### src/i2c_target_params.svh
/*
  Width constants for the I2C target. The byte and address widths follow
  the I2C standard and are not meant to be changed. The hold count width
  bounds the largest thd_dat_i value that software can program.
*/
`ifndef I2C_TARGET_PARAMS_SVH
`define I2C_TARGET_PARAMS_SVH

// Data byte on the wire
`define I2C_BYTE_W 8

// Seven-bit target address, no ten-bit addressing
`define I2C_ADDR_W 7

// Hold time count in system clock cycles
`define I2C_HOLD_W 16

// Bit index runs 0 to 8, where index 8 is the ACK slot
`define I2C_BIT_IDX_W 4

`endif

### src/i2c_target_pkg.sv
/*
  Shared types of the I2C target. The FSM state list has no clock
  stretching or NACK states, because the target never stretches SCL and
  always acknowledges a matched address and every written byte.
*/
`include "i2c_target_params.svh"

package i2c_target_pkg;

  //////////////////////////////////////////////////////////////////////
  // Acquisition entries
  //////////////////////////////////////////////////////////////////////

  // Kind tag of each entry strobed out on the acquisition port
  typedef enum logic [1:0] {
    AcqStart   = 2'd0,
    AcqData    = 2'd1,
    AcqRestart = 2'd2,
    AcqStop    = 2'd3
  } acq_kind_e;

  // The byte is the address byte for a Start, else the last received byte
  typedef struct packed {
    acq_kind_e               kind;
    logic [`I2C_BYTE_W-1:0]  data;
  } acq_entry_t;

  // Two address and mask pairs, a bit set in a mask takes part in the match
  typedef struct packed {
    logic [`I2C_ADDR_W-1:0] addr0;
    logic [`I2C_ADDR_W-1:0] mask0;
    logic [`I2C_ADDR_W-1:0] addr1;
    logic [`I2C_ADDR_W-1:0] mask1;
  } addr_cfg_t;

  //////////////////////////////////////////////////////////////////////
  // Internal links between the blocks
  //////////////////////////////////////////////////////////////////////

  // One-cycle bus events from the monitor, sda is the live level
  typedef struct packed {
    logic scl_rise;
    logic scl_fall;
    logic start_det;
    logic stop_det;
    logic sda;
  } bus_evt_t;

  // Shifter state as seen by the FSM
  typedef struct packed {
    logic [`I2C_BYTE_W-1:0]    rx_byte;
    logic [`I2C_BIT_IDX_W-1:0] bit_idx;
    logic                      bit_ack;
    logic                      host_ack;
  } rx_stat_t;

  // Target protocol states
  typedef enum logic [4:0] {
    Idle,
    AcquireStart,
    AddrRead,
    AddrAckWait,
    AddrAckSetup,
    AddrAckPulse,
    AddrAckHold,
    TransmitWait,
    TransmitSetup,
    TransmitPulse,
    TransmitHold,
    TransmitAck,
    TransmitAckPulse,
    WaitForStop,
    AcquireByte,
    AcquireAckWait,
    AcquireAckSetup,
    AcquireAckPulse,
    AcquireAckHold
  } tgt_state_e;

endpackage

### src/i2c_bus_monitor.sv
/*
  SCL and SDA must already be synchronized to clk_i. A Start or Stop is
  reported only after SCL stays high for thd_dat_i cycles past the SDA
  edge, and a hold count of 0 acts as 1.
*/
`timescale 1ns/1ps
`include "i2c_target_params.svh"

module i2c_bus_monitor (
  input  logic                     clk_i,
  input  logic                     rst_ni,
  input  logic                     scl_i,
  input  logic                     sda_i,
  input  logic                     target_enable_i,
  input  logic [`I2C_HOLD_W-1:0]   thd_dat_i,
  output i2c_target_pkg::bus_evt_t bus_evt_o
);

  logic                   scl_q;
  logic                   sda_q;
  logic                   start_trigger;
  logic                   stop_trigger;
  logic                   start_pending;
  logic                   stop_pending;
  logic                   start_det;
  logic                   stop_det;
  logic [`I2C_HOLD_W-1:0] ctrl_det_count;

  // Previous samples, an idle bus reads high on both lines
  always_ff @(posedge clk_i or negedge rst_ni) begin
    if (!rst_ni) begin
      scl_q <= 1'b1;
      sda_q <= 1'b1;
    end else begin
      scl_q <= scl_i;
      sda_q <= sda_i;
    end
  end

  // SDA moving while SCL is high on both samples is a control symbol candidate
  assign start_trigger = target_enable_i && scl_q && scl_i && sda_q && !sda_i;
  assign stop_trigger  = target_enable_i && scl_q && scl_i && !sda_q && sda_i;

  //////////////////////////////////////////////////////////////////////
  // Control symbol qualification
  //////////////////////////////////////////////////////////////////////

  // One counter serves both kinds, as only one can be pending at a time
  always_ff @(posedge clk_i or negedge rst_ni) begin
    if (!rst_ni) begin
      ctrl_det_count <= '0;
    end else if (start_trigger || stop_trigger) begin
      ctrl_det_count <= `I2C_HOLD_W'(1);
    end else if (start_pending || stop_pending) begin
      ctrl_det_count <= ctrl_det_count + 1'b1;
    end
  end

  // An SCL fall before the count expires means the SDA edge was early data
  always_ff @(posedge clk_i or negedge rst_ni) begin
    if (!rst_ni) begin
      start_pending <= 1'b0;
      stop_pending  <= 1'b0;
    end else begin
      if (start_trigger) begin
        start_pending <= 1'b1;
      end else if (!target_enable_i || !scl_i || start_det || stop_trigger) begin
        start_pending <= 1'b0;
      end
      if (stop_trigger) begin
        stop_pending <= 1'b1;
      end else if (!target_enable_i || !scl_i || stop_det || start_trigger) begin
        stop_pending <= 1'b0;
      end
    end
  end

  assign start_det = target_enable_i && scl_i && start_pending &&
                     (ctrl_det_count >= thd_dat_i);
  assign stop_det  = target_enable_i && scl_i && stop_pending &&
                     (ctrl_det_count >= thd_dat_i);

  // Edges show up in the same cycle that the input first differs
  assign bus_evt_o.scl_rise  = scl_i && !scl_q;
  assign bus_evt_o.scl_fall  = !scl_i && scl_q;
  assign bus_evt_o.start_det = start_det;
  assign bus_evt_o.stop_det  = stop_det;
  assign bus_evt_o.sda       = sda_i;

endmodule

### src/i2c_byte_shifter.sv
/*
  Bit counter and receive shift register. Bits are taken MSB first on SCL
  rises, and the ACK slot rise captures the host's ACK instead of data.
*/
`timescale 1ns/1ps
`include "i2c_target_params.svh"

module i2c_byte_shifter (
  input  logic                     clk_i,
  input  logic                     rst_ni,
  input  i2c_target_pkg::bus_evt_t bus_evt_i,
  input  logic                     byte_clr_i,
  output i2c_target_pkg::rx_stat_t rx_stat_o
);

  logic [`I2C_BIT_IDX_W-1:0] bit_idx;
  logic [`I2C_BYTE_W-1:0]    rx_byte;
  logic                      bit_ack;
  logic                      host_ack;

  // The slot after the eighth data bit carries the ACK
  assign bit_ack = (bit_idx == `I2C_BIT_IDX_W'(`I2C_BYTE_W));

  // Index moves on the falling edge, so it names the bit SCL will rise on next
  always_ff @(posedge clk_i or negedge rst_ni) begin
    if (!rst_ni) begin
      bit_idx <= '0;
    end else if (bus_evt_i.start_det || byte_clr_i) begin
      bit_idx <= '0;
    end else if (bus_evt_i.scl_fall) begin
      if (bit_ack) begin
        bit_idx <= '0;
      end else begin
        bit_idx <= bit_idx + 1'b1;
      end
    end
  end

  // Data shifts in MSB first and is left alone during the ACK slot
  always_ff @(posedge clk_i) begin
    if (byte_clr_i) begin
      rx_byte <= '0;
    end else if (bus_evt_i.scl_rise && !bit_ack) begin
      rx_byte <= {rx_byte[`I2C_BYTE_W-2:0], bus_evt_i.sda};
    end
  end

  // A low SDA in the ACK slot is an ACK from the host
  always_ff @(posedge clk_i or negedge rst_ni) begin
    if (!rst_ni) begin
      host_ack <= 1'b0;
    end else if (bus_evt_i.scl_rise && bit_ack) begin
      host_ack <= ~bus_evt_i.sda;
    end
  end

  assign rx_stat_o.rx_byte  = rx_byte;
  assign rx_stat_o.bit_idx  = bit_idx;
  assign rx_stat_o.bit_ack  = bit_ack;
  assign rx_stat_o.host_ack = host_ack;

endmodule

### src/i2c_target_fsm.sv
/*
  Target protocol FSM. SCL is never stretched, so every matched address and
  every written byte is ACKed and acquisition entries have no back-pressure.
  A read that finds tx_valid_i low sends 0xFF, which leaves SDA released.
*/
`timescale 1ns/1ps
`include "i2c_target_params.svh"

module i2c_target_fsm (
  input  logic                       clk_i,
  input  logic                       rst_ni,
  input  logic                       target_enable_i,
  input  i2c_target_pkg::addr_cfg_t  addr_cfg_i,
  input  logic [`I2C_HOLD_W-1:0]     thd_dat_i,
  input  i2c_target_pkg::bus_evt_t   bus_evt_i,
  input  i2c_target_pkg::rx_stat_t   rx_stat_i,
  input  logic                       tx_valid_i,
  input  logic [`I2C_BYTE_W-1:0]     tx_data_i,
  output logic                       byte_clr_o,
  output logic                       sda_o,
  output logic                       acq_valid_o,
  output i2c_target_pkg::acq_entry_t acq_entry_o,
  output logic                       tx_pop_o,
  output logic                       cmd_complete_o,
  output logic                       unexp_stop_o,
  output logic                       sr_p_cond_o,
  output logic                       target_idle_o
);

  i2c_target_pkg::tgt_state_e state_q;
  i2c_target_pkg::tgt_state_e state_d;

  logic [`I2C_HOLD_W-1:0] tcount_q;
  logic [`I2C_HOLD_W-1:0] hold_load;
  logic                   load_tcount;
  logic                   hold_done;
  logic                   scl_low_q;
  logic                   scl_low;
  logic                   addr_match;
  logic                   rw_q;
  logic [`I2C_BYTE_W-1:0] tx_rev;
  logic [`I2C_BYTE_W-1:0] tx_byte_q;
  logic                   sda_d;
  logic                   sda_q;
  logic                   ctrl_det;

  assign target_idle_o = (state_q == i2c_target_pkg::Idle);
  assign ctrl_det      = bus_evt_i.start_det || bus_evt_i.stop_det;

  //////////////////////////////////////////////////////////////////////
  // Hold counter and SCL level
  //////////////////////////////////////////////////////////////////////

  // Loaded with the hold count, then counts down and rests at 1
  assign hold_load = (thd_dat_i == '0) ? `I2C_HOLD_W'(1) : thd_dat_i;
  assign hold_done = (tcount_q == `I2C_HOLD_W'(1));

  always_ff @(posedge clk_i or negedge rst_ni) begin
    if (!rst_ni) begin
      tcount_q <= `I2C_HOLD_W'(1);
    end else if (load_tcount) begin
      tcount_q <= hold_load;
    end else if (tcount_q > `I2C_HOLD_W'(1)) begin
      tcount_q <= tcount_q - 1'b1;
    end
  end

  // The monitor only passes edges, so the SCL level is rebuilt from them
  always_ff @(posedge clk_i or negedge rst_ni) begin
    if (!rst_ni) begin
      scl_low_q <= 1'b0;
    end else if (bus_evt_i.scl_fall) begin
      scl_low_q <= 1'b1;
    end else if (bus_evt_i.scl_rise) begin
      scl_low_q <= 1'b0;
    end
  end

  assign scl_low = bus_evt_i.scl_fall || (scl_low_q && !bus_evt_i.scl_rise);

  //////////////////////////////////////////////////////////////////////
  // Address match and transmit byte
  //////////////////////////////////////////////////////////////////////

  // Address sits in the upper seven bits, the read/write bit in bit 0
  assign addr_match =
    ((rx_stat_i.rx_byte[`I2C_BYTE_W-1:1] & addr_cfg_i.mask0) == addr_cfg_i.addr0) ||
    ((rx_stat_i.rx_byte[`I2C_BYTE_W-1:1] & addr_cfg_i.mask1) == addr_cfg_i.addr1);

  // High for a host read, kept until the next matched address
  always_ff @(posedge clk_i or negedge rst_ni) begin
    if (!rst_ni) begin
      rw_q <= 1'b0;
    end else if (state_q == i2c_target_pkg::AddrRead && rx_stat_i.bit_ack && addr_match) begin
      rw_q <= rx_stat_i.rx_byte[0];
    end
  end

  // Reversed so that bit index 0 picks the MSB
  assign tx_rev = {<<{tx_data_i}};

  always_ff @(posedge clk_i) begin
    if (state_q == i2c_target_pkg::TransmitWait) begin
      tx_byte_q <= tx_valid_i ? tx_rev : '1;
    end
  end

  //////////////////////////////////////////////////////////////////////
  // Next state
  //////////////////////////////////////////////////////////////////////

  always_comb begin
    state_d     = state_q;
    load_tcount = 1'b0;
    byte_clr_o  = 1'b0;
    unique case (state_q)
      // First SCL fall after the Start begins the address byte
      i2c_target_pkg::AcquireStart: begin
        if (bus_evt_i.scl_fall) begin
          state_d    = i2c_target_pkg::AddrRead;
          byte_clr_o = 1'b1;
        end
      end
      // Not our address means we stay off the bus until the next Start
      i2c_target_pkg::AddrRead: begin
        if (rx_stat_i.bit_ack) begin
          if (addr_match) begin
            state_d     = i2c_target_pkg::AddrAckWait;
            load_tcount = 1'b1;
          end else begin
            state_d = i2c_target_pkg::Idle;
          end
        end
      end
      i2c_target_pkg::AddrAckWait: begin
        if (hold_done && scl_low) begin
          state_d = i2c_target_pkg::AddrAckSetup;
        end
      end
      i2c_target_pkg::AddrAckSetup: begin
        if (bus_evt_i.scl_rise) begin
          state_d = i2c_target_pkg::AddrAckPulse;
        end
      end
      i2c_target_pkg::AddrAckPulse: begin
        if (bus_evt_i.scl_fall) begin
          state_d     = i2c_target_pkg::AddrAckHold;
          load_tcount = 1'b1;
        end
      end
      i2c_target_pkg::AddrAckHold: begin
        if (hold_done) begin
          state_d = rw_q ? i2c_target_pkg::TransmitWait : i2c_target_pkg::AcquireByte;
        end
      end
      // One cycle to latch the byte, or 0xFF when none is ready
      i2c_target_pkg::TransmitWait: begin
        state_d = i2c_target_pkg::TransmitSetup;
      end
      i2c_target_pkg::TransmitSetup: begin
        if (bus_evt_i.scl_rise) begin
          state_d = i2c_target_pkg::TransmitPulse;
        end
      end
      i2c_target_pkg::TransmitPulse: begin
        if (bus_evt_i.scl_fall) begin
          state_d     = i2c_target_pkg::TransmitHold;
          load_tcount = 1'b1;
        end
      end
      // Bit stays on SDA for the hold time, then the next bit or the ACK slot
      i2c_target_pkg::TransmitHold: begin
        if (hold_done) begin
          if (rx_stat_i.bit_ack) begin
            state_d = i2c_target_pkg::TransmitAck;
          end else begin
            state_d = i2c_target_pkg::TransmitSetup;
          end
        end
      end
      i2c_target_pkg::TransmitAck: begin
        if (bus_evt_i.scl_rise) begin
          state_d = i2c_target_pkg::TransmitAckPulse;
        end
      end
      // A NACK from the host ends the read, only a Stop or Start follows
      i2c_target_pkg::TransmitAckPulse: begin
        if (bus_evt_i.scl_fall) begin
          if (rx_stat_i.host_ack) begin
            state_d = i2c_target_pkg::TransmitWait;
          end else begin
            state_d = i2c_target_pkg::WaitForStop;
          end
        end
      end
      i2c_target_pkg::WaitForStop: begin
        state_d = i2c_target_pkg::WaitForStop;
      end
      i2c_target_pkg::AcquireByte: begin
        if (rx_stat_i.bit_ack) begin
          state_d     = i2c_target_pkg::AcquireAckWait;
          load_tcount = 1'b1;
        end
      end
      i2c_target_pkg::AcquireAckWait: begin
        if (hold_done && scl_low) begin
          state_d = i2c_target_pkg::AcquireAckSetup;
        end
      end
      i2c_target_pkg::AcquireAckSetup: begin
        if (bus_evt_i.scl_rise) begin
          state_d = i2c_target_pkg::AcquireAckPulse;
        end
      end
      i2c_target_pkg::AcquireAckPulse: begin
        if (bus_evt_i.scl_fall) begin
          state_d     = i2c_target_pkg::AcquireAckHold;
          load_tcount = 1'b1;
        end
      end
      i2c_target_pkg::AcquireAckHold: begin
        if (hold_done) begin
          state_d = i2c_target_pkg::AcquireByte;
        end
      end
      default: begin
        state_d = i2c_target_pkg::Idle;
      end
    endcase

    // Disable wins over bus symbols, and a Start always restarts the FSM
    if (!target_idle_o && !target_enable_i) begin
      state_d = i2c_target_pkg::Idle;
    end else if (bus_evt_i.start_det) begin
      state_d = i2c_target_pkg::AcquireStart;
    end else if (bus_evt_i.stop_det) begin
      state_d = i2c_target_pkg::Idle;
    end
  end

  always_ff @(posedge clk_i or negedge rst_ni) begin
    if (!rst_ni) begin
      state_q <= i2c_target_pkg::Idle;
    end else begin
      state_q <= state_d;
    end
  end

  //////////////////////////////////////////////////////////////////////
  // Outputs
  //////////////////////////////////////////////////////////////////////

  always_comb begin
    sda_d            = 1'b1;
    acq_valid_o      = 1'b0;
    acq_entry_o.kind = i2c_target_pkg::AcqData;
    acq_entry_o.data = rx_stat_i.rx_byte;
    tx_pop_o         = 1'b0;
    cmd_complete_o   = 1'b0;
    unique case (state_q)
      i2c_target_pkg::AddrAckSetup, i2c_target_pkg::AddrAckPulse,
      i2c_target_pkg::AcquireAckSetup, i2c_target_pkg::AcquireAckPulse: begin
        sda_d = 1'b0;
      end
      // Entry goes out on the last cycle of the ACK hold
      i2c_target_pkg::AddrAckHold: begin
        sda_d            = 1'b0;
        acq_valid_o      = hold_done;
        acq_entry_o.kind = i2c_target_pkg::AcqStart;
      end
      i2c_target_pkg::AcquireAckHold: begin
        sda_d       = 1'b0;
        acq_valid_o = hold_done;
      end
      i2c_target_pkg::TransmitSetup: begin
        sda_d = tx_byte_q[rx_stat_i.bit_idx[2:0]];
      end
      i2c_target_pkg::TransmitPulse, i2c_target_pkg::TransmitHold: begin
        sda_d = sda_q;
      end
      // Pop on the fall that ends the ACK slot, whatever the host answered
      i2c_target_pkg::TransmitAckPulse: begin
        tx_pop_o = bus_evt_i.scl_fall;
      end
      default: begin
        sda_d = 1'b1;
      end
    endcase

    // Restart and Stop are only logged when a transaction was in progress
    if (ctrl_det) begin
      acq_valid_o      = !target_idle_o;
      acq_entry_o.kind = bus_evt_i.start_det ? i2c_target_pkg::AcqRestart
                                             : i2c_target_pkg::AcqStop;
      cmd_complete_o   = !target_idle_o;
    end
  end

  // Last driven SDA value, held while SCL is high and through the hold time
  always_ff @(posedge clk_i or negedge rst_ni) begin
    if (!rst_ni) begin
      sda_q <= 1'b1;
    end else begin
      sda_q <= sda_d;
    end
  end

  assign sda_o = sda_d;

  // A Stop during a read is expected only after the host has NACKed
  assign unexp_stop_o = !target_idle_o && rw_q && bus_evt_i.stop_det &&
                        (state_q != i2c_target_pkg::WaitForStop);

  // Software can use this to flush transmit data meant for the old command
  assign sr_p_cond_o = target_enable_i && !target_idle_o && ctrl_det;

endmodule

### src/i2c_target_top.sv
/*
  I2C target top level. SCL is input only since the target never stretches.
  sda_o is an open-drain enable, low pulls the bus low. The receiver of the
  acquisition port must take each entry in the cycle acq_valid_o is high.
*/
`timescale 1ns/1ps
`include "i2c_target_params.svh"

module i2c_target_top (
  input  logic                       clk_i,
  input  logic                       rst_ni,
  input  logic                       scl_i,
  input  logic                       sda_i,
  input  logic                       target_enable_i,
  input  i2c_target_pkg::addr_cfg_t  addr_cfg_i,
  input  logic [`I2C_HOLD_W-1:0]     thd_dat_i,
  input  logic                       tx_valid_i,
  input  logic [`I2C_BYTE_W-1:0]     tx_data_i,
  output logic                       sda_o,
  output logic                       acq_valid_o,
  output i2c_target_pkg::acq_entry_t acq_entry_o,
  output logic                       tx_pop_o,
  output logic                       cmd_complete_o,
  output logic                       unexp_stop_o,
  output logic                       sr_p_cond_o,
  output logic                       target_idle_o
);

  i2c_target_pkg::bus_evt_t bus_evt;
  i2c_target_pkg::rx_stat_t rx_stat;
  logic                     byte_clr;

  // Edge and Start/Stop detection on the raw bus lines
  i2c_bus_monitor u_bus_monitor (
    .clk_i           (clk_i),
    .rst_ni          (rst_ni),
    .scl_i           (scl_i),
    .sda_i           (sda_i),
    .target_enable_i (target_enable_i),
    .thd_dat_i       (thd_dat_i),
    .bus_evt_o       (bus_evt)
  );

  // Bit counting and byte assembly, cleared by the FSM at the address byte
  i2c_byte_shifter u_byte_shifter (
    .clk_i      (clk_i),
    .rst_ni     (rst_ni),
    .bus_evt_i  (bus_evt),
    .byte_clr_i (byte_clr),
    .rx_stat_o  (rx_stat)
  );

  i2c_target_fsm u_target_fsm (
    .clk_i           (clk_i),
    .rst_ni          (rst_ni),
    .target_enable_i (target_enable_i),
    .addr_cfg_i      (addr_cfg_i),
    .thd_dat_i       (thd_dat_i),
    .bus_evt_i       (bus_evt),
    .rx_stat_i       (rx_stat),
    .tx_valid_i      (tx_valid_i),
    .tx_data_i       (tx_data_i),
    .byte_clr_o      (byte_clr),
    .sda_o           (sda_o),
    .acq_valid_o     (acq_valid_o),
    .acq_entry_o     (acq_entry_o),
    .tx_pop_o        (tx_pop_o),
    .cmd_complete_o  (cmd_complete_o),
    .unexp_stop_o    (unexp_stop_o),
    .sr_p_cond_o     (sr_p_cond_o),
    .target_idle_o   (target_idle_o)
  );

endmodule

### config.mk
export PLATFORM = sky130hd
export DESIGN_NAME = i2c_target_top
export DESIGN_NICKNAME = d
export VERILOG_FILES = /design/src/i2c_target_pkg.sv /design/src/i2c_bus_monitor.sv /design/src/i2c_byte_shifter.sv /design/src/i2c_target_fsm.sv /design/src/i2c_target_top.sv
export VERILOG_INCLUDE_DIRS = /design/src
export SDC_FILE = /design/constraint.sdc
export NUM_CORES = 1
export LEC_CHECK = 0
export ABC_AREA = 1
export BUFFER_PORTS_ARGS = -buffer_cell sky130_fd_sc_hd__buf_4
export CAP_MARGIN = 20
export CORE_MARGIN = 3
export CORE_UTILIZATION = 55
export DETAILED_ROUTE_END_ITERATION = 10
export PLACE_DENSITY_LB_ADDON = 0.12
export SLEW_MARGIN = 40
export SYNTH_ARGS = -nofsm -noshare
export SYNTH_HDL_FRONTEND = slang
export SYNTH_HIERARCHICAL = 1
export SYNTH_SLANG_ARGS = --single-unit
### constraint.sdc
create_clock -name clk_i -period 3.3 [get_ports clk_i]
set_input_delay 0.66 -clock clk_i [delete_from_list [all_inputs] [get_ports clk_i]]
set_output_delay 0.66 -clock clk_i [all_outputs]
set_load 0.02 [all_outputs]
# Word-level counts from Yosys, hierarchy flattened
# Cells that the tools add are included.
# classes
add_sub_neg,3
n_lt_le_gt_ge,3
eq_ne,39
n_mux,54
n_bitwise,3
reduce_logical,57
# ops
operator,count
$mux 5,19
$pmux 5 s18,1
$mux 16,5
$ne 5x3->1 const B,10
$eq 5x4->1 const B,8
$ne 5x4->1 const B,6
$logic_and 1x1->1,25
$eq 5x3->1 const B,4
$mux 4,5
$mux 1,18
$add 16x1->16 const B,1
$eq 16x1->1 const B,1
$ge 16x16->1,1
$gt 16x1->1 const B,1
$logic_not 16->1,1
$reduce_and 16->1,1
$sub 16x1->16 const B,1
$eq 5x5->1 const B,3
$and 7x7->7,2
$eq 7x7->1,2
$reduce_bool 2->1,6
$logic_or 1x1->1,11
$eq 5x2->1 const B,2
$logic_not 1->1,8
13 further kinds,17
# totals
register_bits,65
output_inout_bits,17

# Longest topological paths before layout
# Gate-level depths: netlist (run 1).
# depth
word_depth,11
depth_mapped,20

# Cells and area by module
# The synthesis (run 1) kept the hierarchy.
# by_module_without_submodules
mod,n_inst,cells_each,area_each_um2,seq_area_each_um2
i2c_target_fsm,1,411,2621.3,843.3
i2c_bus_monitor,1,219,1622.8,503.0
i2c_byte_shifter,1,87,676.9,285.3

# Least setup slack after synthesis (run 1)
# Ideal clock, no wire load.
# synth_path
path_type,input to output
start,input port thd_dat_i[3]
end,output port acq_valid_o
arrival_time_ns,2.480
path_slack_ns,0.160
path_stages,15
path_buffers,1
path_cell_list,inv_1 > ha_1 > nand2_1 > nor2_1 > nor2_1 > nand2_1 > nand2_1 > nand2_1 > nand2_1 > and2_1 > nor2_1 > buf_4 > nor2_1 > inv_1 > o31ai_1
# synth_via
elab_chain_cells,4
# synth_lines
item,line,source
from (decl),i2c_target_top.sv:16,"input logic [`I2C_HOLD_W-1:0] thd_dat_i,"
$ge 16x16->1,i2c_bus_monitor.sv:81,(ctrl_det_count >= thd_dat_i);
$logic_and 1x1->1,i2c_bus_monitor.sv:80,assign stop_det = target_enable_i && scl_i && stop_pending &&
net u_bus_monitor.stop_det,i2c_bus_monitor.sv:26,logic stop_det;
$logic_or 1x1->1,i2c_target_fsm.sv:48,assign ctrl_det = bus_evt_i.start_det || bus_evt_i.stop_det;
net u_target_fsm.ctrl_det,i2c_target_fsm.sv:45,logic ctrl_det;
$mux 1,i2c_target_fsm.sv:291,if (ctrl_det) begin
to (decl),i2c_target_top.sv:20,"output logic acq_valid_o,"
# The timed path passes the listed nets, and every way through them passes these cells.

==> out/results.tsv, run 1 <==
metric	value	unit
clock.fmax	320	MHz
drtIter0Drc	229	
layout_commonest_cell	nand2_1	
synth_cell_types	46	
detailed_place_hpwl	9230	um
critPathCaptureType	output pin	
most-common-layout-cells	197 x nand2_1, 88 x inv_1, 87 x nor2_1, 78 x buf_4, 46 x nand3_1	
hold_viol_final	0	
dominantRegCellSynth	dfrtp_1	
drive_gt1_frac	0.200	
min_path_type	in2async	
fin_ws	0.180	ns
crit_fanout	4	
vias	4758	
diodes	0	
ios	75	
cap_violations	0	
coreArea	8460	um^2
die_h	101	um
ys_warn_count	6	
via_per_inst	5.31	
finish.instance_area	5730	um^2
min_period_over_period	0.946	
ant_nets	0	
cts_buffer_depth	2	
grt_pass1_vias	4424	
seq_area_frac_synth	0.332	
maxSlewViolCount	0	
grt_use_met2	0.385	
nNetsFinal	865	
die_area	10100	um^2
critPathLaunchType	input port	
ff_latch_area	1630	um^2
crit_path_end	acq_valid_o	
grt_max_degree	50	
arrival	2.46	ns
crit_type	in2out	
path_clk_slew	0.06	ns
setup_viol	0	
rows	33	
rrSetupSlack	1.04	ns
skew	0.00752	ns
cts_root_buffer	clkbuf_8	
cts_tree	done	
antenna_found_initial	0	
drt-total-wl	11900	um
grt_busiest_layer	met2	
post-place-ws	0.0809	ns
ys_ff_latch	65	
syn_inst	717	
relSlewSlack	0.529	
placed_area	5470	um^2
htreeDepth	3	
drc_errors	0	
insertion_delay	0.34	ns
grt_pass1_wl	19800	um
avgSynthCellArea	6.86	um^2
drtPass1Iterations	6	
syn_area	4920	um^2
cts_buffers	9	
r2r_end	u_target_fsm/state_q[2]	
use_met3	0.0457	
cts-hold-fix-buffers	0	
syn_to_final_growth	16.5	%
power.density	439	nW/um^2
io_buffers	74	
die_w	101	um
use_met1	0.339	
fillCellCount	764	
power_leakage	2.99	nW
synthArstFlopShare	0.754	
final.min_clock_period	3.12	ns
initial_core_util	0.581	
tightestPinTransition	0.704	ns
r2r_cells	17	
rr_startpoint	u_bus_monitor/ctrl_det_count[1]	
synth_fp_nets	796	
startpoint	thd_dat_i[3]	
grt_usage	0.242	
outcome	complete, no violations	
multi_input_area	2780	um^2
grt_overflow_total	0	
cts_num_sinks	65	
ir_worst_vdd	0.289	mV
synth-edff-count	8	
gp_congestion	0.919	
cp.required	2.64	ns
avgRoutedWirePerCell	13.2	um
timing repair:
item	in CTS	in global routing
setup endpoints to repair	0	5
buffers inserted	0	3
resized for setup	0	13
endpoints found under the hold margin	0	0
Yosys cell counts (all sizes together), types with 4 or more instances:
| master | n | area [um^2] |
|---|---|---|
| nor3 | 14 | 90.1 |
| edfxtp | 8 | 240 |
| inv | 100 | 378 |
| a21oi | 34 | 174 |
| nor2 | 104 | 445 |
| dfrtp | 45 | 1130 |
| ha | 21 | 263 |
| dfxtp | 8 | 160 |
| nand2 | 206 | 808 |
| nand3 | 53 | 315 |
| nand4 | 15 | 100 |
| o21ai | 41 | 220 |
| xor2 | 5 | 43.8 |
| dfstp | 4 | 105 |
| buf | 20 | 153 |
| nand3b | 18 | 148 |
report_power, final:
group,switching (W),internal [W],total [W]
Combinational,0.000383,0.000316,0.000699
Sequential,0.000196,0.000950,0.00115
Clock,0.000292,0.000380,0.000672
per-stage QoR:
step                cells  power (W)  TNS (ns)  hold slack [ns]   util
floorplan             717    0.00164         0            0.364      -
global placement      877    0.00181         0            0.462  0.646
detailed placement    877    0.00185         0            0.462  0.646
CTS                   893    0.00253         0            0.356  0.670
global route          896    0.00270   -0.0207            0.377  0.677
finish                896    0.00252         0            0.332  0.677
area by class of cell:
cell class | instances | share of cell area
Clock buffer | 15 | 0.0345
Clock inverter | 1 | 0.000873
Inverter | 101 | 0.0666
Multi-Input combinational cell | 530 | 0.486
Sequential cell | 65 | 0.285
Tap cell | 105 | 0.0229
Timing Repair Buffer | 79 | 0.104
cell families (layout without fill, tap and decap cells):
logic type,after synthesis,after routing,synth area share
compound gates,85,85,0.0956
xor+xnor,8,8,0.0142
fa+ha+maj,21,21,0.0534
buf+inv,122,196,0.109
flops,65,65,0.332
simple gates,416,416,0.396
worst min path at each step:
stage	end	slack [ns]
final	u_bus_monitor/ctrl_det_count[14]	0.33
after global routing	u_bus_monitor/ctrl_det_count[14]	0.38
after CTS	u_bus_monitor/ctrl_det_count[14]	0.36
after detailed placement	u_target_fsm/scl_low_q	0.46
after global placement	u_target_fsm/scl_low_q	0.46
after floorplan	u_bus_monitor/ctrl_det_count[0]	0.36
state kept, by name (all words and copies together), names as in the netlist:
signal                        flops
u_bus_monitor/ctrl_det_count     16
u_target_fsm/tcount_q            16
u_byte_shifter/rx_byte            8
u_target_fsm/tx_byte_q            8
u_target_fsm/state_q              5
u_byte_shifter/bit_idx            4
u_bus_monitor/scl_q               1
u_bus_monitor/sda_q               1
u_bus_monitor/start_pending       1
u_bus_monitor/stop_pending        1
u_byte_shifter/host_ack           1
u_target_fsm/rw_q                 1
u_target_fsm/scl_low_q            1
u_target_fsm/sda_q                1
critical path, cell delays in order:
cell,delay [ns]
buf_4,0.10
inv_1,0.04
ha_1,0.30
nand2_1,0.10
nor2_1,0.06
nor2_1,0.09
nand2_1,0.06
nand2_1,0.05
nand2_1,0.04
nand2_1,0.09
and2_4,0.17
nor2_2,0.04
nor2_2,0.14
inv_2,0.10
o31ai_4,0.27
buf_6,0.15
layer usage:
| layer | up-vias | wire, um | part of all wire |
|---|---|---|---|
| li1 | 2433 | - | - |
| met1 | 2182 | 5530 | 0.47 |
| met2 | 130 | 5440 | 0.46 |
| met3 | 13 | 782 | 0.066 |
| met4 | 0 | 114 | 0.0096 |
| met5 | - | 0 | 0 |
Power figures use the tool's default switching activity.
==> run 2: changes to the inputs <==
==> constraint.sdc (replaced) <==
create_clock -name clk_i -period 3.7 [get_ports clk_i]
set_input_delay 0.74 -clock clk_i [delete_from_list [all_inputs] [get_ports clk_i]]
set_output_delay 0.74 -clock clk_i [all_outputs]
set_load 0.02 [all_outputs]
==> run 2 against run 1 <==
Clock-buffer cell count decreased by 5. Total power decreased by 7.2%. Clock power up 3.9%. Final area down 0.66%. Worst hold slack improved by 0.066 ns. Die area is the same. Utilization decreased by 0.44 points. Non-clock buffer count is 3 lower. Worst setup slack improved by 0.18 ns. Routed wire length down 0.70%. Sequential power down 11%. Critical path depth is 4 lower. Critical endpoint unchanged.
==> out/results.tsv, run 2 (synthesis results as in run 1) <==
metric	value	unit
fillCellCount	780	
finalSetupTns	0	ns
cts_buffers	9	
reg_top3	u_bus_monitor/ctrl_det_count: 16 flops, u_target_fsm/tcount_q: 16 flops	
grt_max_degree	50	
drive_gt1_frac	0.185	
via_per_inst	5.33	
cts_num_sinks	65	
setup_viol	0	
post-cts-setup-buffer-count	0	
die_w	101	um
min_period_over_period	0.903	
clock.fmax	299	MHz
power_leakage	2.99	nW
power.density	410	nW/um^2
grt_pass1_vias	4518	
tightestPinTransition	0.695	ns
outcome	complete, no violations	
ant_nets	0	
htreeDepth	3	
drtIter0Drc	217	
final.min_clock_period	3.34	ns
hold_ws	0.397	ns
insertion_delay	0.35	ns
grt_usage	0.245	
crit_type	in2out	
diodes	0	
antenna_found_initial	0	
layout_commonest_cell	nand2_1	
cp.required	2.96	ns
gp_congestion	0.913	
crit_fanout	4	
io_buffers	74	
drc_errors	0	
vias	4757	
cts-hold-fix-buffers	0	
detailed_place_hpwl	9080	um
cts_root_buffer	clkbuf_8	
ctsResizeCount	0	
path_clk_slew	0.08	ns
drtPass1Iterations	5	
maxSlewViolCount	0	
most-common-layout-cells	198 x nand2_1, 90 x inv_1, 90 x nor2_1, 76 x buf_4, 46 x nand3_1	
max_stage_delay	0.31	ns
skew	0.00771	ns
crit_top_cell	nor2_1	
rsz0062_at_grt	false	
path_cells	buf_4, inv_1, ha_1, a21oi_1, o21ai_0, nor2_1, and2_1, nor2_1, nor2_1, inv_1, o31ai_1, buf_4	
arrival	2.60	ns
ios	75	
ir_worst_vdd	0.205	mV
hold_viol_final	0	
grt_overflow_total	0	
rrSetupSlack	1.32	ns
syn_to_final_growth	15.7	%
grt_pass1_wl	20000	um
coreArea	8460	um^2
die_h	101	um
cts_buffer_depth	2	
finalPower	0.00234	W
min_path_type	in2async	
cap_violations	0	
initial_core_util	0.581	
drt-total-wl	11800	um
crit_slowest_cell	ha_1	
critPathCaptureType	output pin	
critPathLaunchType	input port	
nNetsFinal	862	
die_area	10100	um^2
cts_tree	done	
rows	33	
avgRoutedWirePerCell	13.2	um
relSlewSlack	0.535	
-- run 2: layout make-up --
| class | count | area, um^2 | share of cell area |
|---|---|---|---|
| clock buffer | 10 | 138 | 0.0242 |
| clock inverter | 6 | 88.8 | 0.0156 |
| inverter | 101 | 382 | 0.0670 |
| multi-input combinational | 530 | 2750 | 0.483 |
| sequential | 65 | 1630 | 0.287 |
| tap | 105 | 131 | 0.0231 |
| timing repair buffer | 76 | 571 | 0.100 |
-- run 2: per-layer routing --
layer  GRT usage  vias up  share of wire
met3      0.0353       13          0.055
met1       0.345     2162           0.48
met2       0.387      144           0.45
met5           0        -              0
li1            -     2438              -
met4      0.0819        0          0.013
-- run 2: final timing paths --
path                                                 start                          endpoint  depth (start not counted)
setup reg to reg           u_bus_monitor/ctrl_det_count[3]           u_target_fsm/state_q[3]                         17
hold reg to reg                     u_target_fsm/scl_low_q            u_target_fsm/scl_low_q                          2
hold / removal                                      rst_ni  u_bus_monitor/ctrl_det_count[13]                          1
setup / recovery                             thd_dat_i[15]                       acq_valid_o                         12
min in group clk_i                  u_target_fsm/scl_low_q            u_target_fsm/scl_low_q                          2
max in group asynchronous                           rst_ni         u_target_fsm/tcount_q[13]                          1
-- run 2: critical path, delay by kind of cell --
kind	cells	cell delay, ns
compound gates	3	0.50
fa+ha+maj	1	0.31
buf+inv	4	0.44
simple gates	4	0.62
-- run 2: power by group --
group / total (W) / switching, W / internal [W] / leakage (nW)
Combinational: 0.000619 / 0.000340 / 0.000279 / 2.11
Clock: 0.000698 / 0.000297 / 0.000401 / 0.117
Sequential: 0.00102 / 0.000174 / 0.000846 / 0.760
Total: 0.00234 / 0.000811 / 0.00153 / 2.99
-- run 2: stage by stage --
stage | cells | instance area, um^2 | util | setup slack [ns]
floorplan | 717 | 4920 | - | 0.400
global placement | 877 | 5470 | 0.646 | 0.414
detailed placement | 877 | 5470 | 0.646 | 0.372
CTS | 893 | 5690 | 0.673 | 0.350
global route | 893 | 5690 | 0.673 | 0.105
finish | 893 | 5690 | 0.673 | 0.357
